`src/reorderPkg.sv`:
```
`default_nettype none

package reorderPkg;

    localparam int DataWidth     = 128;                       // Completion beat width
    localparam int NumLanes      = 4;                         // DWs per beat
    localparam int TagWidth      = 3;
    localparam int NumTags       = 8;
    localparam int StrideWidth   = 2;                         // Up to 4 DWs per lane per tag
    localparam int LaneAddrWidth = TagWidth + StrideWidth;
    localparam int CountWidth    = 5;                         // Holds 0 to 16 DWs
    localparam int CreditMax     = 4;                         // Credits granted at reset

    typedef logic [DataWidth-1:0]          dataT;
    typedef logic [DataWidth/NumLanes-1:0] dwT;
    typedef logic [NumLanes-1:0]           laneMaskT;
    typedef logic [$clog2(NumLanes)-1:0]   laneIdxT;
    typedef logic [TagWidth-1:0]           tagT;
    typedef logic [NumTags-1:0]            tagMapT;
    typedef logic [CountWidth-1:0]         countT;
    typedef logic [StrideWidth-1:0]        posT;
    typedef logic [LaneAddrWidth-1:0]      laneAddrT;
    typedef logic [$clog2(CreditMax+1)-1:0] creditT;

    // Drain FSM of the output stage
    typedef enum logic [1:0] {
        Idle,
        Stream,
        ErrBeat,
        Clear
    } drainStateT;

endpackage

`default_nettype wire

```
`src/dualPortRam.sv`:
```
`timescale 1ns/1ps
`default_nettype none

module dualPortRam #(
    parameter int Width = 32,
    parameter int Depth = 32
) (
    input  wire logic                     CLK,
    input  wire logic                     WrEn,
    input  wire logic [$clog2(Depth)-1:0] WrAddr,
    input  wire logic [Width-1:0]         WrData,
    input  wire logic [$clog2(Depth)-1:0] RdAddr,
    output logic      [Width-1:0]         RdData
);

    logic [Width-1:0] mem [Depth];

    always_ff @(posedge CLK) begin
        if (WrEn) begin
            mem[WrAddr] <= WrData;
        end
        RdData <= mem[RdAddr];  // Returns old data on a same-address write
    end

endmodule

`default_nettype wire

```
`src/reorderBuffer.sv`:
```
`timescale 1ns/1ps
`default_nettype none

module reorderBuffer import reorderPkg::*; (
    input  wire logic                    CLK,
    input  wire laneAddrT [NumLanes-1:0] WrAddr,
    input  wire dataT                    WrData,
    input  wire laneMaskT                WrEn,
    input  wire tagT                     RdTag,
    input  wire countT                   RdIndex,
    output dwT                           RdData
);

    laneAddrT rdAddr;
    laneIdxT  rdLane;
    laneIdxT  rLane;                 // Lane of the read in flight
    dwT       laneData [NumLanes];

    assign rdLane = laneIdxT'(RdIndex);   // Index modulo lane count
    assign rdAddr = (laneAddrT'(RdTag) << StrideWidth)
                  + laneAddrT'(RdIndex >> $bits(laneIdxT));

    for (genvar i = 0; i < NumLanes; i++) begin : gLane
        dualPortRam #(
            .Width ($bits(dwT)),
            .Depth (NumTags << StrideWidth)
        ) laneRam (
            .CLK    (CLK),
            .WrEn   (WrEn[i]),
            .WrAddr (WrAddr[i]),
            .WrData (WrData[i*$bits(dwT) +: $bits(dwT)]),
            .RdAddr (rdAddr),
            .RdData (laneData[i])
        );
    end

    always_ff @(posedge CLK) begin
        rLane <= rdLane;
    end

    assign RdData = laneData[rLane];

endmodule

`default_nettype wire

```
`config.mk`:
```
export PLATFORM = sky130hd
export DESIGN_NAME = reorderBuffer
export DESIGN_NICKNAME = d
export VERILOG_FILES = /design/src/reorderPkg.sv /design/src/dualPortRam.sv /design/src/reorderBuffer.sv
export SDC_FILE = /design/constraint.sdc
export NUM_CORES = 2
export LEC_CHECK = 0
export BUFFER_PORTS_ARGS = -buffer_cell sky130_fd_sc_hd__buf_2
export CAP_MARGIN = 20
export CORE_UTILIZATION = 55
export DETAILED_ROUTE_END_ITERATION = 6
export PLACE_DENSITY_LB_ADDON = 0.15
export SYNTH_ARGS = -nofsm -noshare
export SYNTH_HDL_FRONTEND = slang
export SYNTH_SLANG_ARGS = --single-unit
export TNS_END_PERCENT = 10
```
`constraint.sdc`:
```
create_clock -name CLK -period 3.64 [get_ports CLK]
set_input_delay 0.546 -clock CLK [delete_from_list [all_inputs] [get_ports CLK]]
set_output_delay 0.546 -clock CLK [all_outputs]
set_load 0.02 [all_outputs]
```
==> flow_summary.yaml <==
yosys:
  synthFlopType: "edfxtp_1"
  yosysUniqueCellTypes: 30
  synth_cells: 6559
  syn_area_um2: 157000
  yosysWarnings: 0
  ys_seq_area_share_pct: 80.2
  netlist_top_cells_count: "edfxtp_1 (4096), mux4_2 (1017), o22ai_1 (356), a22oi_1 (156), nor2_1 (135)"
  yosys.cell_count.top_type: "edfxtp_1"
  synthesis.nets: 6722
  synth_top_area_share_pct: 78.6
  syn-mean-instance-area_um2: 23.9
  synth_edf_count: 4096
  synth-async-reset-ratio_pct: 0
  synth_top_area_cell: "edfxtp_1"
  ys_top_cells_by_area: "edfxtp_1 (79%), mux4_2 (15%), dfxtp_1 (1.7%)"
  synth-seq-cells: 4226
clock_tree:
  cts_resized: 0
  cts.sinks: 4226
  cts_root_buf: "clkbuf_16"
  post_cts_buffers: 0
  clockBufferDepth: 4
  clkLatencyLatePin_ns: 0.95
  cts-buffers-inserted: 419
  htreeDepth: 5
  postCtsHoldBufs: 2
  cts.clk_slew.worst_paths_ns: 0.06
  cts_tree: "built"
die:
  die_x_um: 535
  coreArea_um2: 283000
  die_area_um2: 287000
  ioPinCount: 193
  chipHeight_um: 535
  initial_core_util_pct: 55.4
  fp-row-count: 195
worst_setup_path:
  rr_worst_depth: 3
  required_ns: 3.09
  crit_chain: "buf_4 > mux4_2 > buf_2"
  cp_max_fo: 25
  path_class: "reg -> out"
  worst-path-buf-inv: 2
  crit_family: "flip-flops"
  crit_path_top_delay_cell: "dfxtp_2"
  r2r_start: "gLane[2].laneRam.mem[21][5]$_DFFE_PP_"
  cp_data_arrival_time_ns: 2.79
  slowest_delay_ns: 0.90
  r2r_end: "gLane[2].laneRam.RdData[5]$_DFF_P_"
  reg2reg_slack_ns: 2.11
  endpoint_kind: "output port"
  cp-start-kind: "flip-flop"
timing:
  hold_viol: 0
  worst_pin_slew_ns: 1.07
  setup_viol: 0
  finClkSkew_ns: 0.0378
  rsz0062_at_grt: "no"
  max_freq_mhz: 300
  layout_min_cycle_time_ns: 3.33
  relSlewSlack_pct: 28.6
  setup_tns_ns: 0
  min_period_over_period_pct: 91.5
  holdWs_ns: 0.0917
  setup_ws_ns: 0.308
  slew_violations: 0
cells_and_area:
  finalInstanceArea_um2: 180000
  layout-drive-gt1-share_pct: 31.0
  final_nets: 7328
  area.growth.synth_to_final_pct: 14.9
min_path:
  hp-start: "WrData[13]"
  whs_path_depth: 1
  hold_path_class: "in -> reg"
  min_to: "gLane[0].laneRam.mem[10][13]$_DFFE_PP_"
detailed_routing:
  firstDrtPassIters: 6
  vias_per_cell: 6.71
  via_count: 75900
  drc: 0
  wl_per_cell_um: 37.0
  postRouteAntennaNets: 0
  drtIter0Drc: 9688
  wl_um: 419000
grt:
  grt_pass1_vias: 76000
  grt.overflow.total: 0
  grt_max_degree: 54
  grtUsageTotal_pct: 29.5
  grt_pass1_wl_um: 585000
  antenna_found_initial: 92
place:
  gp_congestion: 0.810
  post_dp_cell_area_um2: 166000
  place_ws_ns: 0.506
  io_buffers: 192
  hpwl_um: 236000
outcome:
  status: "finished clean"
power:
  vdd_drop_max_v: 0.000513
  power.density_nw_per_um2: 584
  p_leak_uw: 0.0561
  finalPower_uw: 105000
job:
  drv_cap: 0
[routing by layer]
layer  wire length [µm]  part of all wire [%]  vias to the layer above  global-route usage [%]
met2             207000                    49                     4132                    47.5
met4              14800                   3.5                       44                    10.7
met1             156000                    37                    41200                    40.3
li1                   -                     -                    29900                       -
met3              41000                   9.8                      700                    6.27
met5                406                 0.097                        -                       0
[placed cells by master (no fill, tap or decap), drive strengths merged, types with 2 or more instances in the layout]
cell type / instances
o211ai: 39
clkbuf: 540
ha: 2
nor3: 5
or3: 4
nor2: 135
bufinv: 50
nand3b: 20
nand4: 39
mux4: 1017
nand3: 16
edfxtp: 4096
buf: 537
dlygate4sd3: 2
nor4: 89
nand2: 6
or3b: 10
dfxtp: 130
clkinv: 168
mux2i: 78
a22oi: 156
o22ai: 356
clkinvlp: 17
inv: 12
diode: 43
[where the power goes]
group | internal [µW] | switching (µW) | total [µW]
logic | 2400 | 3640 | 6040
registers | 54200 | 1070 | 55300
clock network | 25500 | 18200 | 43700
total | 82100 | 22900 | 105000
[worst max path at each step]
stage / startpoint / slack, ns / to / depth (start not counted)
after floorplan: WrAddr[1] / 0.66 / gLane[0].laneRam.mem[12][0]$_DFFE_PP_ / 3
after global placement: RdTag[0] / 0.55 / gLane[3].laneRam.RdData[10]$_DFF_P_ / 8
after detailed placement: RdTag[0] / 0.51 / gLane[3].laneRam.RdData[10]$_DFF_P_ / 8
after CTS: rLane[1]$_DFF_P_ / 0.27 / RdData[11] / 3
after global routing: rLane[1]$_DFF_P_ / 0.28 / RdData[11] / 3
final: rLane[1]$_DFF_P_ / 0.31 / RdData[21] / 3
[cell type report]
| class | count | area [µm²] |
|---|---|---|
| inverters | 2 | 7.51 |
| repair buffers | 539 | 5210 |
| clock inverters | 245 | 2660 |
| flip-flops and latches | 4226 | 126000 |
| well taps | 3743 | 4680 |
| clock buffers | 540 | 11300 |
| fillers | 18500 | 103000 |
| diodes | 43 | 108 |
| multi-input cells | 1977 | 30300 |
[cells by family (layout without fill, tap and decap cells)]
family / count (synthesis) / after routing / synth area share (%)
multiplexers: 1095 / 1095 / 15.1
other: 0 / 43 / 0
adder cells (fa/ha/maj): 2 / 2 / 0.0160
flip-flops: 4226 / 4226 / 80.2
buffers and inverters: 356 / 1326 / 1.12
XOR/XNOR: 2 / 2 / 0.0208
AO/OA/AOI/OAI: 551 / 551 / 2.36
AND/OR/NAND/NOR: 327 / 327 / 1.11
[sequential cells by signal (all words and copies together), names as in the netlist]
signal	count
gLane.laneRam.mem	4096
gLane.laneRam.RdData	128
rLane	2
[through the flow]
stage          utilization, %  instances
2_1_floorplan               -       6559
3_3_place_gp             58.7      10500
3_5_place_dp             58.7      10500
4_1_cts                  63.6      11300
5_1_grt                  63.6      11300
6_report                 63.7      11300
No activity file was read; power rests on OpenSTA's default activity.
