==> src/reorderPkg.sv <==
`default_nettype none

package reorderPkg;

    localparam int DataWidth     = 128;                       // Completion beat width
    localparam int NumLanes      = 4;                         // DWs per beat
    localparam int TagWidth      = 3;
    localparam int NumTags       = 8;
    localparam int StrideWidth   = 2;                         // Up to 4 DWs per lane per tag
    localparam int LaneAddrWidth = TagWidth + StrideWidth;
    localparam int CountWidth    = 5;                         // Holds 0 to 16 DWs
    localparam int CreditMax     = 4;                         // Credits granted at reset

    typedef logic [DataWidth-1:0]          dataT;
    typedef logic [DataWidth/NumLanes-1:0] dwT;
    typedef logic [NumLanes-1:0]           laneMaskT;
    typedef logic [$clog2(NumLanes)-1:0]   laneIdxT;
    typedef logic [TagWidth-1:0]           tagT;
    typedef logic [NumTags-1:0]            tagMapT;
    typedef logic [CountWidth-1:0]         countT;
    typedef logic [StrideWidth-1:0]        posT;
    typedef logic [LaneAddrWidth-1:0]      laneAddrT;
    typedef logic [$clog2(CreditMax+1)-1:0] creditT;

    // Drain FSM of the output stage
    typedef enum logic [1:0] {
        Idle,
        Stream,
        ErrBeat,
        Clear
    } drainStateT;

endpackage

`default_nettype wire

==> src/dualPortRam.sv <==
`timescale 1ns/1ps
`default_nettype none

module dualPortRam #(
    parameter int Width = 32,
    parameter int Depth = 32
) (
    input  wire logic                     CLK,
    input  wire logic                     WrEn,
    input  wire logic [$clog2(Depth)-1:0] WrAddr,
    input  wire logic [Width-1:0]         WrData,
    input  wire logic [$clog2(Depth)-1:0] RdAddr,
    output logic      [Width-1:0]         RdData
);

    logic [Width-1:0] mem [Depth];

    always_ff @(posedge CLK) begin
        if (WrEn) begin
            mem[WrAddr] <= WrData;
        end
        RdData <= mem[RdAddr];  // Returns old data on a same-address write
    end

endmodule

`default_nettype wire

==> src/reorderInput.sv <==
`timescale 1ns/1ps
`default_nettype none

module reorderInput import reorderPkg::*; (
    input  wire logic               CLK,
    input  wire logic               RST,
    input  wire logic               Valid,
    input  wire dataT               Data,
    input  wire laneMaskT           DataEn,
    input  wire logic               DataStartFlag,
    input  wire laneIdxT            DataStartOffset,
    input  wire logic               Done,
    input  wire logic               Err,
    input  wire tagT                Tag,
    input  wire tagMapT             TagClear,
    output tagMapT                  TagFinish,
    output laneAddrT [NumLanes-1:0] StoredAddr,
    output dataT                    StoredData,
    output laneMaskT                StoredEn,
    output logic                    PktValid,
    output tagT                     PktTag,
    output countT                   PktWords,
    output logic                    PktErr
);

    laneIdxT            startOff;
    laneMaskT           inEn;          // Enables aligned down to lane 0
    dataT               inData;
    logic [5:0]         valid;         // Bit k is the beat seen k+1 cycles ago
    logic [4:0]         doneD;
    logic [5:0]         errD;
    tagT                tagD [6];
    dataT               dataD [5];
    laneMaskT           enD [3];
    countT              beatCnt [2];
    tagMapT             tagValid;      // Tag has seen data since its last clear
    logic [2:0]         cntValid;
    logic               useCurrCnt;
    logic               usePrevCnt;
    countT              ramCount;
    countT              baseCount;
    countT              rCount;
    countT              rPrevCount;
    laneIdxT            rShift;
    laneIdxT            shiftD [2];
    laneMaskT           rEnRot;
    laneMaskT           enRotD;
    logic               useCurrPos;
    logic               usePrevPos;
    posT [NumLanes-1:0] ramPos;
    posT [NumLanes-1:0] basePos;
    posT [NumLanes-1:0] rPos;
    posT [NumLanes-1:0] rPrevPos;
    posT [NumLanes-1:0] rPosNow;
    countT              wordsD [3];
    tagMapT             rFinish;

    assign startOff = DataStartFlag ? DataStartOffset : '0;
    assign inEn     = Valid ? laneMaskT'(DataEn >> startOff) : '0;
    assign inData   = Data >> (startOff * $bits(dwT));

    // Bypass covers RAM writes that are still in flight
    assign baseCount = useCurrCnt  ? rCount :
                       usePrevCnt  ? rPrevCount :
                       cntValid[0] ? ramCount : '0;
    assign basePos   = useCurrPos  ? rPos :
                       usePrevPos  ? rPrevPos :
                       cntValid[2] ? ramPos : '0;

    assign TagFinish = rFinish;
    assign PktValid  = valid[5];
    assign PktTag    = tagD[5];
    assign PktWords  = wordsD[2];
    assign PktErr    = errD[5];

    always_ff @(posedge CLK) begin
        if (RST) begin
            valid    <= '0;
            tagValid <= '0;
            enD      <= '{default: '0};
            rEnRot   <= '0;
            enRotD   <= '0;
            StoredEn <= '0;
            rFinish  <= '0;
        end else begin
            valid    <= {valid[4:0], Valid};
            tagValid <= (tagValid | (tagMapT'(valid[0]) << tagD[0])) & ~TagClear;
            enD[0]   <= inEn;
            enD[1]   <= enD[0];
            enD[2]   <= enD[1];
            for (int j = 0; j < NumLanes; j++) begin
                rEnRot[j] <= enD[2][laneIdxT'(j - rShift)];  // Rotate up by old count
            end
            enRotD   <= rEnRot;
            StoredEn <= enRotD;
            rFinish  <= tagMapT'(valid[4] & (doneD[4] | errD[4])) << tagD[4];
        end
    end

    always_ff @(posedge CLK) begin
        tagD[0] <= Tag;
        for (int i = 1; i < 6; i++) begin
            tagD[i] <= tagD[i-1];
        end
        dataD[0] <= inData;
        for (int i = 1; i < 5; i++) begin
            dataD[i] <= dataD[i-1];
        end
        doneD      <= {doneD[3:0], Done};
        errD       <= {errD[4:0], Err};
        beatCnt[0] <= countT'($countones(inEn));
        beatCnt[1] <= beatCnt[0];

        // Running DW count per tag
        cntValid   <= {cntValid[1:0], tagValid[tagD[0]]};
        useCurrCnt <= valid[1] && (tagD[1] == tagD[0]);
        usePrevCnt <= valid[2] && (tagD[2] == tagD[0]);
        rShift     <= laneIdxT'(baseCount);
        rCount     <= baseCount + beatCnt[1];
        rPrevCount <= rCount;

        // Per-lane write positions
        shiftD[0]  <= rShift;
        shiftD[1]  <= shiftD[0];
        useCurrPos <= valid[3] && (tagD[3] == tagD[2]);
        usePrevPos <= valid[4] && (tagD[4] == tagD[2]);
        rPosNow    <= basePos;
        for (int i = 0; i < NumLanes; i++) begin
            rPos[i] <= basePos[i] + posT'(rEnRot[i]);
        end
        rPrevPos   <= rPos;

        for (int j = 0; j < NumLanes; j++) begin
            StoredAddr[j] <= {tagD[4], rPosNow[j]};
            StoredData[j*$bits(dwT) +: $bits(dwT)] <=
                dataD[4][laneIdxT'(j - shiftD[1]) * $bits(dwT) +: $bits(dwT)];
        end
        wordsD[0] <= rCount;
        wordsD[1] <= wordsD[0];
        wordsD[2] <= wordsD[1];
    end

    dualPortRam #(
        .Width (CountWidth),
        .Depth (NumTags)
    ) countRam (
        .CLK    (CLK),
        .WrEn   (valid[2]),
        .WrAddr (tagD[2]),
        .WrData (rCount),
        .RdAddr (tagD[0]),
        .RdData (ramCount)
    );

    dualPortRam #(
        .Width (NumLanes * StrideWidth),
        .Depth (NumTags)
    ) posRam (
        .CLK    (CLK),
        .WrEn   (valid[4]),
        .WrAddr (tagD[4]),
        .WrData (rPos),
        .RdAddr (tagD[2]),
        .RdData (ramPos)
    );

    // Every beat carries payload
    assert property (@(posedge CLK) disable iff (RST) Valid |-> DataEn != '0)
        else $error("Completion beat with no enabled DWs");

    // Tag never overflows its buffer stride
    assert property (@(posedge CLK) disable iff (RST)
        valid[2] |-> rCount <= countT'(NumLanes << StrideWidth))
        else $error("Tag DW count above buffer capacity");

endmodule

`default_nettype wire

==> config.mk <==
export PLATFORM = sky130hd
export DESIGN_NAME = reorderInput
export DESIGN_NICKNAME = d
export VERILOG_FILES = /design/src/reorderPkg.sv /design/src/dualPortRam.sv /design/src/reorderInput.sv
export SDC_FILE = /design/constraint.sdc
export NUM_CORES = 1
export LEC_CHECK = 0
export BUFFER_PORTS_ARGS = -buffer_cell sky130_fd_sc_hd__buf_2
export CORE_MARGIN = 2
export CORE_UTILIZATION = 57
export DETAILED_ROUTE_END_ITERATION = 16
export GPL_TIMING_DRIVEN = 0
export MAX_ROUTING_LAYER = met4
export PLACE_DENSITY = 0.86
export SYNTH_ARGS = -nofsm -noshare
export SYNTH_HDL_FRONTEND = slang
export SYNTH_SLANG_ARGS = --single-unit
==> constraint.sdc <==
create_clock -name CLK -period 2.96 [get_ports CLK]
set_clock_uncertainty 0.1 [all_clocks]
set_input_delay 0 -clock CLK [delete_from_list [all_inputs] [get_ports CLK]]
set_output_delay 0 -clock CLK [all_outputs]
set_load 0.02 [all_outputs]
==> results of run 1 <==
[report_power, final]
group | switching, µW | internal [µW]
clock network | 5350 | 7050
logic | 1040 | 901
registers | 497 | 15200
total | 6900 | 23100
[layer usage]
layer,global-route usage (%),vias to the layer above,share of wire (%)
met4,16.7,0,5.3
met1,35.9,8832,35
met3,7.34,298,9.6
met5,-,-,0
met2,52.3,1284,50
li1,-,7648,-
[kinds of logic after synthesis]
logic type               Yosys count  synth area share [%]
AO/OA/AOI/OAI                    179                  3.91
XOR/XNOR                          19                 0.571
adder cells (fa/ha/maj)           12                 0.567
buffers and inverters            110                  2.02
flip-flops                      1031                  74.4
multiplexers                     206                  14.2
AND/OR/NAND/NOR                  246                  4.38
[worst paths after layout]
path	from	to	slack (ps)
setup / recovery	DataStartFlag	beatCnt[0][1]	270
hold / removal	Data[110]	dataD[0][110]	40
setup reg to reg	usePrevCnt	rCount[4]	540
hold reg to reg	dataD[0][476]	dataD[0][604]	200
[registers in the layout, indices dropped and copies added (netlist names), 6 cells and up]
| name | flops |
|---|---|
| dataD | 640 |
| StoredData | 128 |
| posRam.mem | 64 |
| countRam.mem | 40 |
| tagD | 16 |
| enD | 12 |
| wordsD | 11 |
| StoredAddr | 10 |
| TagFinish | 8 |
| posRam.RdData | 8 |
| rPosNow | 8 |
| rPos | 8 |
| rPrevPos | 8 |
| tagValid | 8 |
| beatCnt | 6 |
| errD | 6 |
| valid | 6 |
[cell usage in the layout (no fill, tap or decap), drive strengths merged, types with 15 or more instances in the layout]
master	count
a211oi	33
a21oi	86
and2	34
and3	34
buf	387
clkbuf	162
clkinv	19
dfxtp	927
diode	15
dlygate4sd3	197
edfxtp	104
mux2i	32
mux4	160
nand2	84
nor2	20
nor2b	38
nor3	18
o2bb2ai	32
xor2	15
[layout make-up]
| class | instances | area share (%) |
|---|---|---|
| flip-flops and latches | 1031 | 59.0 |
| multi-input cells | 662 | 18.7 |
| repair buffers | 517 | 9.72 |
| clock buffers | 122 | 6.99 |
| well taps | 672 | 2.29 |
| plain buffers | 107 | 1.57 |
| clock inverters | 42 | 1.55 |
| diodes | 15 | 0.102 |
| inverters | 3 | 0.0306 |
[worst max-delay path: cells and delay by family]
kind	cells	cell delay (ps)
adder cells (fa/ha/maj)	3	950
AO/OA/AOI/OAI	2	630
buffers and inverters	3	1530
[what timing repair did]
item,4_1_cts,5_1_grt
gates resized for setup,0,0
endpoints found under the setup margin,0,0
hold buffers,197,0
endpoints found under the hold margin,181,0
[stage by stage]
step	setup WS (ps)	util [%]	TNS, ps
after CTS	380	73.0	0
after global placement	-241	62.8	-413
after floorplan	900	-	0
after global routing	203	73.1	0
after detailed placement	-289	62.8	-572
final	274	73.1	0
==> flow_metrics.tcl, run 1 <==
set metrics [dict create \
    rsz0062_at_grt "false" \
    holdWs_ps 42.7 \
    peakVddDrop_mv 0.520 \
    fin_cells 3171 \
    tightestPinTransition_ps 1340 \
    initial_utilization_pct 58.0 \
    cts_made_buffers 92 \
    finalCritPeriodShare_pct 90.8 \
    cts_tree "built" \
    critPathLaunchType "primary input" \
    dieWidth_um 230 \
    dp_cells 2795 \
    num_io_pins 321 \
    powerDensity_nw_per_um2 817 \
    final_area_um2 36800 \
    hold_violations 0 \
    outcome "finished clean" \
    clockBufferDepth 3 \
    r2r.worst_path.cells 9 \
    grt_pass1_vias 19016 \
    cpPeakStageDelay_ps 690 \
    grt_pass1_wl_um 119000 \
    yosys_warnings 0 \
    cts_setup_buffers 0 \
    drv_cap 0 \
    async_reset_ff_share_pct 0 \
    htree_levels 3 \
    synth_most_common_cell "dfxtp_1" \
    synth_cell_type_count 40 \
    clk_pin_slew_worst_paths_ps 60 \
    min_period_ps 2690 \
    crit_type "in2reg" \
    cp_max_fo 10 \
    wl_per_cell_um 25.9 \
    clk_latency_ps 650 \
    multiInputGateArea_um2 6890 \
    min_path_type "in2reg" \
    dr.pass1.iters 12 \
    overflow 0 \
    fillCellCount 2797 \
    syn2layout_area_growth_pct 26.1 \
    synth.top_cell.area_share_pct 63.7 \
    place.gp.congestion 0.946 \
    portBuffers 320 \
    crit_path_frequent_cell "ha_1" \
    die_area_um2 53000 \
    crit_path_top_delay_cell "clkbuf_1" \
    synth_top_cells_by_area "dfxtp_1 64%, mux4_2 11%, edfxtp_1 11%, a21oi_1 1.5%, mux4_1 1.3%" \
    hold-path-cell-count 3 \
    slew_violations 0 \
    synth-edff-count 104 \
    cts_root_buffer "clkbuf_16" \
    track_usage_pct 31.6 \
    grt_start_max_net_pins 18 \
    via_count 18062 \
    synth_top_area_cell "dfxtp_1" \
    slew_headroom_pct 10.6 \
    die_y_um 230 \
    viasPerCell 5.70 \
    seqCellArea_um2 21700 \
    synth_seq_cells 1031 \
    p_leak_uw 0.0152 \
    detailed_place.area_um2 31600 \
    synth_seq_area_share_pct 74.4 \
    critPathRequiredTime_ps 3390 \
    fmax_mhz 372 \
    ys.flop_type "dfxtp_1" \
    avgSynthCellArea_um2 16.2 \
    antenna_left 0 \
    path_cells "buf_2 -> buf_1 -> clkbuf_1 -> o21ai_0 -> a21boi_0 -> fa_1 -> ha_1 -> ha_1" \
    drt_iter0_markers 1953 \
    drc 0 \
    dpl.hpwl_um 47200 \
    rows 82 \
    setup_viol 0 \
    clock_sink_count 1031 \
    antenna_found_initial 15 \
    endpoint_kind "flip-flop" \
    power_uw 30000 \
    synthCells 1803 \
    arrival_ps 3120 \
    synth_fp_nets 1966 \
    drive_above_1_share_pct 27.9 \
    syn_area_um2 29200 \
    finalNetCount 2577 \
    synth_common_cells "927 x dfxtp_1, 146 x mux4_2, 104 x edfxtp_1" \
    drt_wl_total_um 82200 \
    floorplan.core_area_um2 50300 \
]
Note: power is estimated with default switching activity, not from simulation.
==> run 2: changes to the inputs <==
- CTS_BUF_LIST: default -> sky130_fd_sc_hd__clkbuf_8
==> flow_metrics.tcl, run 2 (synthesized netlist as in run 1, its figures left out) <==
set metrics [dict create \
    outcome "finished clean" \
    p_int_uw 22000 \
    wl_per_cell_um 27.2 \
    num_io_pins 321 \
    slew_violations 0 \
    clk_latency_ps 800 \
    critPathLaunchType "primary input" \
    layout_setup_ws_ps 26.6 \
    rsz0062_at_grt "false" \
    fin_setup_tns_ps 0 \
    htree_levels 4 \
    combPwrFrac_pct 7.3 \
    p_sw_uw 7250 \
    critPathTopFamily "buffers and inverters" \
    fmax_mhz 341 \
    peakVddDrop_mv 0.644 \
    grt_pass1_wl_um 131000 \
    drt_wl_total_um 92700 \
    crit_end "beatCnt[0][1]" \
    finalNetCount 2777 \
    cp_max_fo 10 \
    cts_tree "built" \
    rows 82 \
    crit_path_frequent_cell "ha_1" \
    final_util_pct 75.6 \
    final_cell_mix "927 x dfxtp_1, 355 x buf_2, 340 x dlygate4sd3_1" \
    crit_path_top_delay_cell "buf_1" \
    portBuffers 320 \
    clkPwrFrac_pct 38.9 \
    pre_cts_ws_ps -289 \
    slew_headroom_pct 9.70 \
    clockBufferDepth 3 \
    cts_root_buffer "clkbuf_8" \
    p_leak_uw 0.0160 \
    clock_sink_count 1031 \
    grt_pass1_vias 20717 \
    overflow 0 \
    final_common_cell "dfxtp_1" \
    powerDensity_nw_per_um2 770 \
    tightestPinTransition_ps 1350 \
    critPathRequiredTime_ps 3540 \
    seqPwrFrac_pct 53.8 \
    rrSetupSlack_ps 450 \
    dp_cells 2795 \
    clk_pin_slew_worst_paths_ps 70 \
    endpoint_kind "flip-flop" \
    viasPerCell 5.78 \
    syn2layout_area_growth_pct 30.3 \
    drc 0 \
    drv_cap 0 \
    via_count 19715 \
    die_area_um2 53000 \
    cp_num_buf_inv 3 \
    track_usage_pct 35.4 \
    largest_registers "dataD x640, StoredData x128, posRam.mem x64" \
    drive_above_1_share_pct 27.8 \
    die_y_um 230 \
    grt_start_max_net_pins 17 \
    place.gp.congestion 0.946 \
    largest_reg_flops 640 \
    setup_viol 0 \
    initial_utilization_pct 58.0 \
    dpl.hpwl_um 47200 \
    fin_cells 3411 \
    hold_violations 0 \
    floorplan.core_area_um2 50300 \
    dieWidth_um 230 \
    min_period_ps 2930 \
    r2r.worst_path.cells 9 \
    worstSetupStartpoint "DataStartFlag" \
    path_cells "buf_2 -> buf_1 -> clkbuf_1 -> o21ai_0 -> a21boi_0 -> fa_1 -> ha_1 -> ha_1" \
    r2r_start "usePrevCnt" \
    timing.rr.end "rCount[4]" \
    cpPeakStageDelay_ps 780 \
    regMostFlops "dataD" \
    antenna_found_initial 14 \
    crit_type "in2reg" \
    fillCellCount 2667 \
    cts_made_buffers 148 \
    sw_frac_of_total_pct 24.8 \
    finalCritPeriodShare_pct 99.1 \
    min_path_type "in2reg" \
    path_depth 8 \
    arrival_ps 3510 \
    drt_iter0_markers 2043 \
    antenna_left 0 \
    dr.pass1.iters 6 \
]
-- run 2: cell types whose count changed in the layout (fill, tap and decap cells not counted), sizes merged, moves of 2 or more --
cell	change
clkinvlp	-2
clkbuf	+60
inv	+44
dlygate4sd3	+143
bufinv	-7
diode	+3
-- run 2: power groups by stage --
stage	Combinational, µW	Clock [µW]	Sequential (µW)
CTS	2000	11100	15600
detailed placement	1570	0	15900
finish	2140	11400	15700
floorplan	706	0	16000
global route	2200	12000	15800
global placement	1540	0	15800
-- run 2: timing repair --
action | in CTS | in global routing
buffers inserted | 0 | 0
endpoints found under the setup margin | 0 | 29
hold buffers | 340 | 0
endpoints found under the hold margin | 182 | 0
resized for setup | 0 | 13
-- run 2: worst min-delay path, cell delays in order --
cell and delay, ps:
dlygate4sd3_1 530, buf_2 150, mux2i_1 110, a21oi_1 180
-- run 2: area by class of cell --
class	instances	area, µm²	share of cell area (%)
multi-input cells	662	6890	18.1
clock inverters	76	428	1.13
diodes	18	45.0	0.119
clock buffers	181	2490	6.56
plain buffers	107	589	1.55
repair buffers	661	5010	13.2
well taps	672	841	2.21
inverters	3	11.3	0.0296
flip-flops and latches	1031	21700	57.1
-- run 2: worst min-delay path by stage --
stage                   start            to  slack, ps  cells past startpoint
floorplan                Done      doneD[0]        -70                      0
global placement         Done      doneD[0]          3                      1
detailed placement     Tag[2]    tagD[0][2]          4                      1
CTS                 Data[118]  dataD[0][22]         10                      4
global route        Data[118]  dataD[0][22]        120                      4
finish              Data[118]  dataD[0][22]        120                      4
-- run 2: per-layer routing --
| layer | global-route usage [%] | share of wire [%] |
|---|---|---|
| met2 | 57.0 | 49 |
| met3 | 11.6 | 11 |
| met4 | 21.5 | 6.5 |
| met1 | 38.0 | 34 |
| met5 | - | 0 |
-- run 2: stage by stage --
step | power [µW] | hold WS (ps) | instance area, µm²
CTS | 28700 | 13.5 | 37900
finish | 29200 | 117 | 38000
global route | 30000 | 119 | 38000
global placement | 17300 | 2.50 | 31600
floorplan | 16700 | -72.3 | 29200
detailed placement | 17500 | 3.60 | 31600
