$ cat src/reorderPkg.sv
`default_nettype none

package reorderPkg;

    localparam int DataWidth     = 128;                       // Completion beat width
    localparam int NumLanes      = 4;                         // DWs per beat
    localparam int TagWidth      = 3;
    localparam int NumTags       = 8;
    localparam int StrideWidth   = 2;                         // Up to 4 DWs per lane per tag
    localparam int LaneAddrWidth = TagWidth + StrideWidth;
    localparam int CountWidth    = 5;                         // Holds 0 to 16 DWs
    localparam int CreditMax     = 4;                         // Credits granted at reset

    typedef logic [DataWidth-1:0]          dataT;
    typedef logic [DataWidth/NumLanes-1:0] dwT;
    typedef logic [NumLanes-1:0]           laneMaskT;
    typedef logic [$clog2(NumLanes)-1:0]   laneIdxT;
    typedef logic [TagWidth-1:0]           tagT;
    typedef logic [NumTags-1:0]            tagMapT;
    typedef logic [CountWidth-1:0]         countT;
    typedef logic [StrideWidth-1:0]        posT;
    typedef logic [LaneAddrWidth-1:0]      laneAddrT;
    typedef logic [$clog2(CreditMax+1)-1:0] creditT;

    // Drain FSM of the output stage
    typedef enum logic [1:0] {
        Idle,
        Stream,
        ErrBeat,
        Clear
    } drainStateT;

endpackage

`default_nettype wire

$ cat src/reorderOutput.sv
`timescale 1ns/1ps
`default_nettype none

module reorderOutput import reorderPkg::*; (
    input  wire logic   CLK,
    input  wire logic   RST,
    input  wire tagMapT TagFinish,
    input  wire logic   PktValid,
    input  wire tagT    PktTag,
    input  wire countT  PktWords,
    input  wire logic   PktErr,
    input  wire dwT     RdData,
    input  wire logic   CreditReturn,
    output tagT         RdTag,
    output countT       RdIndex,
    output tagMapT      TagClear,
    output logic        OutValid,
    output dwT          OutData,
    output tagT         OutTag,
    output logic        OutLast,
    output logic        OutErr
);

    drainStateT state;
    tagMapT     finished;            // Tags ready to drain
    countT      wordTable [NumTags];
    tagMapT     errTable;
    tagT        head;                // Next tag in order
    countT      idx;
    creditT     credit;
    logic       spend;
    logic       lastIdx;
    tagMapT     clearMap;

    assign RdTag    = head;
    assign RdIndex  = idx;
    assign lastIdx  = (idx == wordTable[head] - countT'(1));
    assign spend    = (credit != '0) && (state == Stream || state == ErrBeat);
    assign clearMap = (state == Clear) ? (tagMapT'(1) << head) : '0;
    assign OutData  = OutErr ? '0 : RdData;  // Error beat drops stored payload

    always_ff @(posedge CLK) begin
        if (PktValid) begin
            wordTable[PktTag] <= PktWords;   // Last beat leaves the final count
            errTable[PktTag]  <= PktErr;
        end
    end

    always_ff @(posedge CLK) begin
        if (RST) begin
            state    <= Idle;
            finished <= '0;
            head     <= '0;
            idx      <= '0;
            credit   <= creditT'(CreditMax);
            TagClear <= '0;
            OutValid <= 1'b0;
            OutTag   <= '0;
            OutLast  <= 1'b0;
            OutErr   <= 1'b0;
        end else begin
            finished <= (finished | TagFinish) & ~clearMap;
            credit   <= credit - creditT'(spend) + creditT'(CreditReturn);
            TagClear <= clearMap;
            OutValid <= spend;               // Read data returns next cycle
            OutTag   <= head;
            OutLast  <= spend && (state == ErrBeat || lastIdx);
            OutErr   <= spend && (state == ErrBeat);
            case (state)
                Idle: begin
                    if (finished[head]) begin
                        idx   <= '0;
                        state <= errTable[head] ? ErrBeat : Stream;
                    end
                end
                Stream: begin
                    if (spend) begin
                        idx <= idx + countT'(1);
                        if (lastIdx) begin
                            state <= Clear;
                        end
                    end
                end
                ErrBeat: begin
                    if (spend) begin
                        state <= Clear;
                    end
                end
                default: begin
                    head  <= head + tagT'(1);    // Wraps after tag 7
                    state <= Idle;
                end
            endcase
        end
    end

    // With no credit and none returned the counter stays at zero
    assert property (@(posedge CLK) disable iff (RST)
        ($past(credit) == '0 && !$past(CreditReturn)) |-> credit == '0)
        else $error("Credit counter wrapped below zero");

    assert property (@(posedge CLK) disable iff (RST) credit <= creditT'(CreditMax))
        else $error("Credit count above grant");

endmodule

`default_nettype wire

$ cat config.mk
export PLATFORM = sky130hd
export DESIGN_NAME = reorderOutput
export DESIGN_NICKNAME = d
export VERILOG_FILES = /design/src/reorderPkg.sv /design/src/reorderOutput.sv
export SDC_FILE = /design/constraint.sdc
export NUM_CORES = 1
export LEC_CHECK = 0
export BUFFER_PORTS_ARGS = -buffer_cell sky130_fd_sc_hd__buf_2
export CORE_ASPECT_RATIO = 1.5
export CORE_UTILIZATION = 40
export DETAILED_ROUTE_END_ITERATION = 8
export PLACE_DENSITY = 0.64
export SYNTH_ARGS = -nofsm -noshare
export SYNTH_HDL_FRONTEND = slang
export SYNTH_SLANG_ARGS = --single-unit
$ cat constraint.sdc
create_clock -name CLK -period 2.95 [get_ports CLK]
set_input_delay 0.295 -clock CLK [delete_from_list [all_inputs] [get_ports CLK]]
set_output_delay 0.295 -clock CLK [all_outputs]
set_load 0.1 [all_outputs]
==> metrics.yaml, run 1 <==
routed_wl_mm: 8.11
core.rowCount: 43
seqPwrFrac_pct: 39.2
port_buffers: 106
clkTransAtPathRegs_ns: 0.07
wire_per_inst_um: 15.5
synth.avg_cell_area_sq_um: 13.0
dp.cells: 506
critPathRequiredTime_ns: 3.18
via_count: 2594
final_cells: 522
max_clock_freq_mhz: 366
power_switching_mw: 1.32
cts_resized: 0
antenna_cells: 0
fillers: 802
max_stage_delay_ns: 0.51
tightestPinTransition_ns: 0.941
maxSlewViolCount: 0
clock_tree.buffer_depth: 2
ant_nets: 0
synthFlopType: "edfxtp_1"
die_h_um: 122
cts-root-buf: "clkbuf_16"
pwr-share-comb_pct: 32.3
grt_usage_pct: 17.5
finClkSkew_ns: 0.00771
grt_max_degree: 34
setup_viol: 0
criticalPathCategory: "reg -> reg"
drt-vias-per-instance: 4.97
die_x_um: 81.8
num-nets-final: 473
synth-async-reset-ratio_pct: 0
pwr_density_cell_nw_per_um2: 754
syn2layout_area_growth_pct: 24.3
finalHoldViolCount: 0
p_clk_share_pct: 28.4
slowest_stage: "mux4_2"
drt_iter0_markers: 140
synth_cell_types: 44
yosysWarnings: 0
worstRegToRegCells: 9
clock_latency_ns: 0.34
ctsHtreeMaxLevel: 3
ys_ff_latch: 86
cp_max_fo: 5
grt_pass1_vias: 2522
post_cts_buffers: 0
cts_buffers: 9
p_leak_nw: 1.95
holdBufCountCts: 0
worstPathCellList: "mux4_2 > mux2i_1 > ha_1 > inv_1 > nor3b_2 > o221ai_2 > a2111oi_4 > o21ai_2 > mux2_4"
synth_cells: 293
synth_edf_count: 48
antenna_found_initial: 0
drc: 0
start_kind: "register"
outcome: "complete, no violations"
p_sw_share_pct: 36.8
crit_family: "multiplexers"
crit-reg2reg-capture: "state[0]"
drv_cap: 0
worst-path-stages: 9
peakVddDrop_mv: 0.602
netlist_area_sq_um: 3820
mappedNetlistNets: 361
drt_first_pass_iters: 4
crit_path_end: "state[0]"
cts_tree: "yes"
regToRegSetupSlack_ns: 0.22
crit_arrival_ns: 2.96
start_util_pct: 41.3
path_buf_inv: 1
min_period_over_period_pct: 92.5
p_int_mw: 2.26
yosysSeqAreaShare_pct: 57.6
fin_crit_ns: 2.73
boundaryPins: 107
layout-drive-gt1-share_pct: 37.3
grt_pass1_wl_mm: 12.3
die_area_sq_um: 9950
core_area_sq_um: 9250
hpwl_mm: 6.15
gp_congestion: 0.799
clkSinkCount: 86
end_kind: "register"
relSlewSlack_pct: 37.2
grt_setup_unrepaired: "no"
finalSetupTns_ns: 0
grt-ovfl-total: 0
hp-class: "in -> reg"
-- layout make-up --
cell class	instances	area (sq um)	area share, %
Clock buffer	10	229	4.82
Sequential cell	86	2200	46.4
Clock inverter	6	38.8	0.817
Tap cell	112	140	2.95
Inverter	13	48.8	1.03
Multi-Input combinational cell	180	1490	31.4
Timing Repair Buffer	115	598	12.6
-- power groups by stage --
stage / sequential, mW / combinational, mW / clock, mW
2_1_floorplan: 1.52 / 0.854 / 0
3_3_place_gp: 1.43 / 1.15 / 0
3_5_place_dp: 1.43 / 1.17 / 0
4_1_cts: 1.41 / 1.17 / 1.04
5_1_grt: 1.42 / 1.28 / 1.09
6_report: 1.41 / 1.16 / 1.02
-- cell families (layout without fill, tap and decap cells) --
group	Yosys count	count (layout)	synth area share [%]
simple gates	105	105	14.1
xor+xnor	9	9	2.26
buf+inv	27	144	3.31
mux	24	24	11.7
fa+ha+maj	15	15	5.11
flops	86	86	57.6
compound gates	27	27	5.96
-- metal layers --
layer | up-vias | routed length, um | track usage (%)
met5 | - | 0 | 0
met4 | 0 | 127 | 6.58
met3 | 11 | 536 | 4.42
met2 | 100 | 4560 | 33.5
met1 | 1218 | 2890 | 17.3
li1 | 1265 | - | -
-- synthesized netlist by cell type, types with 2 or more instances --
cell type / n / share of area, %
buf_4: 2 / 0.39
nand3_1: 3 / 0.39
buf_6: 2 / 0.59
nor3_1: 5 / 0.65
edfxtp_1: 48 / 38
ha_1: 14 / 4.6
a211oi_1: 5 / 0.98
nand2b_1: 5 / 0.82
o21ai_0: 3 / 0.39
mux4_2: 14 / 8.3
xor2_1: 2 / 0.46
nor2_1: 35 / 3.4
nor3b_1: 3 / 0.59
and2_1: 5 / 0.82
clkbuf_1: 8 / 0.79
nand2_1: 13 / 1.3
mux2i_4: 2 / 1.2
xnor2_1: 6 / 1.4
a311oi_1: 3 / 0.69
nor2b_1: 33 / 5.4
dfxtp_1: 38 / 20
a22oi_1: 4 / 0.79
mux2i_1: 7 / 1.8
a21oi_1: 2 / 0.26
inv_1: 12 / 1.2
-- worst min-delay path by stage --
stage | start | endpoint | slack, ns | cells past startpoint
3_5_place_dp | finished[6] | finished[6] | 0.48 | 2
2_1_floorplan | RST | OutValid | 0.39 | 1
6_report | TagFinish[7] | finished[7] | 0.21 | 3
4_1_cts | TagFinish[7] | finished[7] | 0.20 | 3
3_3_place_gp | finished[6] | finished[6] | 0.47 | 2
5_1_grt | PktWords[2] | wordTable[3][2] | 0.23 | 1
-- worst min-delay path, cell delays in order --
cell and delay, ns:
buf_2 0.07, o21ai_0 0.06, nor2_1 0.08
-- flip-flops by register name (all words and copies together) (netlist names), named ones only --
signal	flops
wordTable	40
TagClear	8
errTable	8
finished	8
RdIndex	5
OutTag	3
RdTag	3
credit	3
state	2
OutErr	1
OutLast	1
OutValid	1
-- metrics by stage --
stage | total power, mW | hold WS [ns] | worst slack [ns] | instance area, sq um | utilization [%]
2_1_floorplan | 2.38 | 0.387 | 0.122 | 3820 | -
3_3_place_gp | 2.58 | 0.467 | 0.155 | 4480 | 48.4
3_5_place_dp | 2.60 | 0.482 | 0.0492 | 4480 | 48.4
4_1_cts | 3.62 | 0.200 | 0.0235 | 4750 | 51.3
5_1_grt | 3.79 | 0.229 | 0.0135 | 4750 | 51.3
6_report | 3.58 | 0.206 | 0.220 | 4750 | 51.3
-- layout by cell type, fill, tap and decap left out, types with 6 or more instances in the layout --
master	instances
buf_2	106
dfxtp_1	37
nor2_1	35
clkbuf_16	9
nand2_1	13
ha_1	14
xnor2_1	6
inv_1	12
mux4_2	14
buf_4	9
edfxtp_1	48
mux2i_1	7
nor2b_1	33
No activity file was read; power rests on OpenSTA's default activity.
==> run 2, diff against run 1 <==
- REMOVE_ABC_BUFFERS: unset -> 1
==> run 2 against run 1 <==
Total power is 0.28% lower. Final cell count is 0.19% higher. Hold slack worse by 0.0023 ns. Die area stayed put. Cell area is 0.16% higher. Critical path depth stayed put. Sequential share of layout area is 0.073 points lower. Wire length is 9.7% lower. Flip-flop and latch count stayed put. Largest cell class unchanged. Highest routed layer unchanged.
==> metrics.yaml, run 2 (synthesis results as in run 1) <==
grt-ovfl-total: 0  # unchanged
final.setup.worst_slack_ns: 0.225  # +0.00431 ns
wl_met1_mm: 2.66  # -8.0%
start_util_pct: 41.3  # unchanged
seqPwrFrac_pct: 39.2  # about the same
p_sw_share_pct: 36.6  # -0.20 points
die_h_um: 122  # unchanged
crit_family: "multiplexers"
drt_iter0_markers: 124  # -11%
clkTransAtPathRegs_ns: 0.06  # about the same
end_kind: "register"
layout_commonest_cell: "buf_2"
syn2layout_area_growth_pct: 24.5
met2_length_mm: 3.99  # -12%
port_buffers: 106  # unchanged
gp_congestion: 0.759  # -5.0%
hpwl_mm: 5.68  # -7.7%
boundaryPins: 107  # unchanged
grt_usage_pct: 15.8  # -1.7 points
finalSetupTns_ns: 0  # unchanged
core.rowCount: 43  # unchanged
largest_reg_flops: 40  # unchanged
pwr_density_cell_nw_per_um2: 751  # -0.44%
layout-drive-gt1-share_pct: 37.5  # +0.15 points
num-nets-final: 474  # +0.21%
peakVddDrop_mv: 0.628  # +4.3%
wl_met3_um: 550  # +2.6%
core_area_sq_um: 9250  # unchanged
place_ws_ns: 0.00765  # -0.0416 ns
antenna_found_initial: 0  # unchanged
outcome: "complete, no violations"
power_mw: 3.57  # -0.28%
grt_pass1_vias: 2371  # -6.0%
max_clock_freq_mhz: 367  # +0.16%
routed_wl_mm: 7.33  # -9.7%
max_stage_delay_ns: 0.53  # +0.02 ns
cts-root-buf: "clkbuf_16"
layout_common_cells: "buf_2, edfxtp_1, dfxtp_1, nor2_1, nor2b_1"
finClkSkew_ns: 0.00796  # +0.000255 ns
crit_arrival_ns: 2.96  # about the same
regMostFlops: "wordTable"
die_area_sq_um: 9950  # unchanged
worstRegToRegCells: 9  # unchanged
drc: 0  # unchanged
ctsHtreeMaxLevel: 3  # unchanged
drt-vias-per-instance: 4.88  # -1.7%
fin_hold_ws_ns: 0.204  # -0.00231 ns
dpl_cell_area_sq_um: 4490  # +0.17%
clock_latency_ns: 0.34  # about the same
worst-path-stages: 9  # unchanged
pwr-share-comb_pct: 32.5  # +0.2 points
cts_buffers: 9  # unchanged
die_x_um: 81.8  # unchanged
setup_viol: 0  # unchanged
p_leak_nw: 1.96  # +0.25%
final_util_pct: 51.4  # +0.081 points
criticalPathCategory: "reg -> reg"
stdcell_area_sq_um: 4760  # +0.16%
final_cells: 523  # +0.19%
ant_nets: 0  # unchanged
via_count: 2554  # -1.5%
relSlewSlack_pct: 56.1  # +19 points
cp_max_fo: 6  # +1
antenna_cells: 0  # unchanged
drt_first_pass_iters: 4  # unchanged
grt_pass1_wl_mm: 11.4  # -7.8%
clkSinkCount: 86  # unchanged
tightestPinTransition_ns: 0.656  # -0.285 ns
worstPathCellList: "mux4_2 > mux2i_1 > ha_1 > inv_1 > nor3b_2 > o221ai_2 > a2111oi_4 > o21ai_2 > mux2_4"
post_cts_buffers: 0  # unchanged
dp.cells: 507  # +0.20%
power_switching_mw: 1.31  # -0.81%
grt_max_degree: 34  # unchanged
clock_tree.buffer_depth: 2  # unchanged
maxSlewViolCount: 0  # unchanged
wire_per_inst_um: 14.0  # -9.9%
hp-class: "in -> reg"
p_int_mw: 2.26  # about the same
start_kind: "register"
drv_cap: 0  # unchanged
finalHoldViolCount: 0  # unchanged
highest_layer: "met4"
critPathRequiredTime_ns: 3.18  # about the same
p_clk_share_pct: 28.3  # about the same
grt_setup_unrepaired: "no"
worstHoldPathCells: 3  # unchanged
fin_crit_ns: 2.73  # -0.00431 ns
slowest_stage: "mux4_2"
min_period_over_period_pct: 92.4  # -0.15 points
path_buf_inv: 1  # unchanged
cts_tree: "yes"
[run 2: path summary, 6_finish.rpt]
kind | slack [ns] | from | to
hold reg to reg | 0.48 | finished[6] | finished[6]
setup / recovery | 0.22 | register | state[0]
hold / removal | 0.20 | TagFinish[7] | finished[7]
setup reg to reg | 0.22 | register | state[0]
[run 2: worst register-to-register path, delay by kind of cell, from the launching register on]
| family | cells | cell delay (ns) |
|---|---|---|
| multiplexers | 3 | 1.03 |
| AO/OA/AOI/OAI | 3 | 0.67 |
| flip-flops | 1 | 0.42 |
| adder cells (fa/ha/maj) | 1 | 0.22 |
| AND/OR/NAND/NOR | 1 | 0.20 |
| buffers and inverters | 1 | 0.08 |
[run 2: what timing repair did]
action	CTS	global route
gates resized for setup	0	1
hold buffers	0	0
setup endpoints to repair	0	2
[run 2: layer usage]
metal  GRT usage (%)  vias up
li1                -     1271
met1            15.7     1174
met2            29.6      100
met3            4.34        9
met4            6.91        0
met5               0        -
[run 2: power groups by stage]
| stage | logic (mW) | clock network [mW] | registers, mW |
|---|---|---|---|
| global placement | 1.16 | 0 | 1.42 |
| global route | 1.28 | 1.08 | 1.41 |
| detailed placement | 1.17 | 0 | 1.43 |
| finish | 1.16 | 1.01 | 1.40 |
| floorplan | 0.819 | 0 | 1.54 |
| CTS | 1.18 | 1.04 | 1.40 |
[run 2: area by class of cell]
class | count | area, sq um
Clock buffer | 10 | 229
Multi-Input combinational cell | 180 | 1490
Fill cell | 817 | 4500
Timing Repair Buffer | 116 | 606
Sequential cell | 86 | 2200
Clock inverter | 6 | 38.8
Tap cell | 112 | 140
Inverter | 13 | 48.8
==> run 3, diff against run 2 <==
- RECOVER_POWER: unset -> 25
==> run 3 against run 2 <==
Global-route usage is the same. Flip-flop and latch count is the same. Clock-buffer cell count is the same. Non-clock buffer count is the same. Hold slack lost 0.00094 ns. Worst setup slack gained 0.0016 ns. Register-to-register slack is essentially flat. Largest cell class unchanged. Largest power group unchanged.
==> metrics.yaml, run 3 (synthesis results as in run 1) <==
outcome: "complete, no violations"
ctsHtreeMaxLevel: 3  # unchanged
via_count: 2575  # +0.82%
layout_commonest_cell: "buf_2"
syn2layout_area_growth_pct: 24.3
holdBufCountCts: 0  # unchanged
gp_congestion: 0.759  # unchanged
cts_resized: 0  # unchanged
pwr-share-comb_pct: 32.5  # about the same
layout-drive-gt1-share_pct: 36.0  # -1.5 points
cts_tree: "yes"
end_kind: "register"
antenna_found_initial: 0  # unchanged
die_area_sq_um: 9950  # unchanged
max_clock_freq_mhz: 367  # about the same
clkTransAtPathRegs_ns: 0.06  # about the same
grt_pass1_wl_mm: 11.4  # unchanged
cp_max_fo: 6  # unchanged
layout_common_cells: "buf_2, edfxtp_1, dfxtp_1, nor2_1, nor2b_1"
num-nets-final: 474  # unchanged
finalHoldViolCount: 0  # unchanged
crit-reg2reg-capture: "state[0]"
core_area_sq_um: 9250  # unchanged
worstRegToRegCells: 9  # unchanged
boundaryPins: 107  # unchanged
slowest_stage: "mux4_2"
grt_pass1_vias: 2371  # unchanged
drt_iter0_markers: 128  # +3.2%
die_x_um: 81.8  # unchanged
peakVddDrop_mv: 0.628  # about the same
critPathRequiredTime_ns: 3.18  # about the same
finalSetupTns_ns: 0  # unchanged
path_buf_inv: 1  # unchanged
place_ws_ns: 0.00765  # unchanged
seqPwrFrac_pct: 39.3  # about the same
grt_max_degree: 34  # unchanged
power_mw: 3.57  # -0.12%
pwr_density_cell_nw_per_um2: 751  # about the same
clock_latency_ns: 0.34  # about the same
finClkSkew_ns: 0.00721  # -0.000756 ns
crit_arrival_ns: 2.95  # about the same
core.rowCount: 43  # unchanged
cts-root-buf: "clkbuf_16"
routed_wl_mm: 7.33  # about the same
crit_path_end: "state[0]"
tightestPinTransition_ns: 0.660  # +0.00426 ns
worstPathCellList: "mux4_2 > mux2i_1 > ha_1 > inv_1 > nor3b_2 > o221ai_2 > a2111oi_4 > o21ai_2 > mux2_4"
drt_first_pass_iters: 4  # unchanged
drv_cap: 0  # unchanged
hp-class: "in -> reg"
clock_tree.buffer_depth: 2  # unchanged
grt_setup_unrepaired: "no"
drt-vias-per-instance: 4.92  # +0.82%
final.setup.worst_slack_ns: 0.226  # +0.00159 ns
min_period_over_period_pct: 92.3  # about the same
drc: 0  # unchanged
relSlewSlack_pct: 55.8  # -0.29 points
p_int_mw: 2.26  # about the same
die_h_um: 122  # unchanged
ant_nets: 0  # unchanged
p_sw_share_pct: 36.6  # -0.043 points
p_clk_share_pct: 28.2  # about the same
power_switching_mw: 1.30  # -0.23%
regToRegSetupSlack_ns: 0.23  # about the same
clkSinkCount: 86  # unchanged
criticalPathCategory: "reg -> reg"
antenna_cells: 0  # unchanged
p_leak_nw: 1.94  # -0.84%
wire_per_inst_um: 14.0  # about the same
fin_hold_ws_ns: 0.203  # -0.000944 ns
crit_family: "multiplexers"
maxSlewViolCount: 0  # unchanged
worst-path-stages: 9  # unchanged
start_kind: "register"
setup_viol: 0  # unchanged
fin_crit_ns: 2.72  # -0.00159 ns
grt_usage_pct: 15.8  # unchanged
cts_buffers: 9  # unchanged
hpwl_mm: 5.68  # unchanged
grt-ovfl-total: 0  # unchanged
post_cts_buffers: 0  # unchanged
fillers: 818  # +0.12%
largest_reg_flops: 40  # unchanged
port_buffers: 106  # unchanged
regMostFlops: "wordTable"
start_util_pct: 41.3  # unchanged
max_stage_delay_ns: 0.53  # about the same
-- run 3: cell count changes in the layout (fill, tap and decap cells not counted), sizes merged --
cell    before  now
buf        116  110
clkbuf      10   16
-- run 3: power by group through the flow --
stage          clock, mW  sequential (mW)  combinational, mW
6_report            1.01             1.40               1.16
5_1_grt             1.08             1.41               1.28
3_5_place_dp           0             1.43               1.17
2_1_floorplan          0             1.54              0.819
3_3_place_gp           0             1.42               1.16
4_1_cts             1.04             1.40               1.18
-- run 3: worst min-delay path by stage --
stage | to | cells past startpoint | startpoint
2_1_floorplan | OutTag[0] | 1 | RST
3_3_place_gp | finished[6] | 2 | finished[6]
3_5_place_dp | finished[6] | 2 | finished[6]
4_1_cts | finished[7] | 3 | TagFinish[7]
5_1_grt | finished[7] | 3 | TagFinish[7]
6_report | finished[7] | 3 | TagFinish[7]
-- run 3: tightest hold or removal path, stage by stage --
cell and delay, ns:
buf_2 0.08, o21ai_0 0.06, nor2_1 0.07
-- run 3: layout make-up --
cell class                 count  area (sq um)  area share, %
sequential                    86          2200           46.4
multi-input combinational    180          1490           31.4
timing repair buffer         116           598           12.6
clock buffer                  10           229           4.82
tap                          112           140           2.95
inverter                      13          48.8           1.03
clock inverter                 6          38.8          0.817
-- run 3: through the flow --
| stage | area [sq um] | utilization, % | std cells |
|---|---|---|---|
| 2_1_floorplan | 3740 | - | 279 |
| 3_3_place_gp | 4490 | 48.5 | 507 |
| 5_1_grt | 4750 | 51.3 | 523 |
| 6_report | 4750 | 51.3 | 523 |
| 3_5_place_dp | 4490 | 48.5 | 507 |
| 4_1_cts | 4760 | 51.4 | 523 |
-- run 3: metal layers --
layer  track usage (%)  routed length, um  vias to the layer above  part of all wire, %
met5                 0                  0                        -                    0
met4              6.91                 96                        0                  1.3
met3              4.34                543                        7                  7.4
met2              29.6               4040                      105                   55
met1              15.7               2640                     1191                   36
li1                  -                  -                     1272                    -
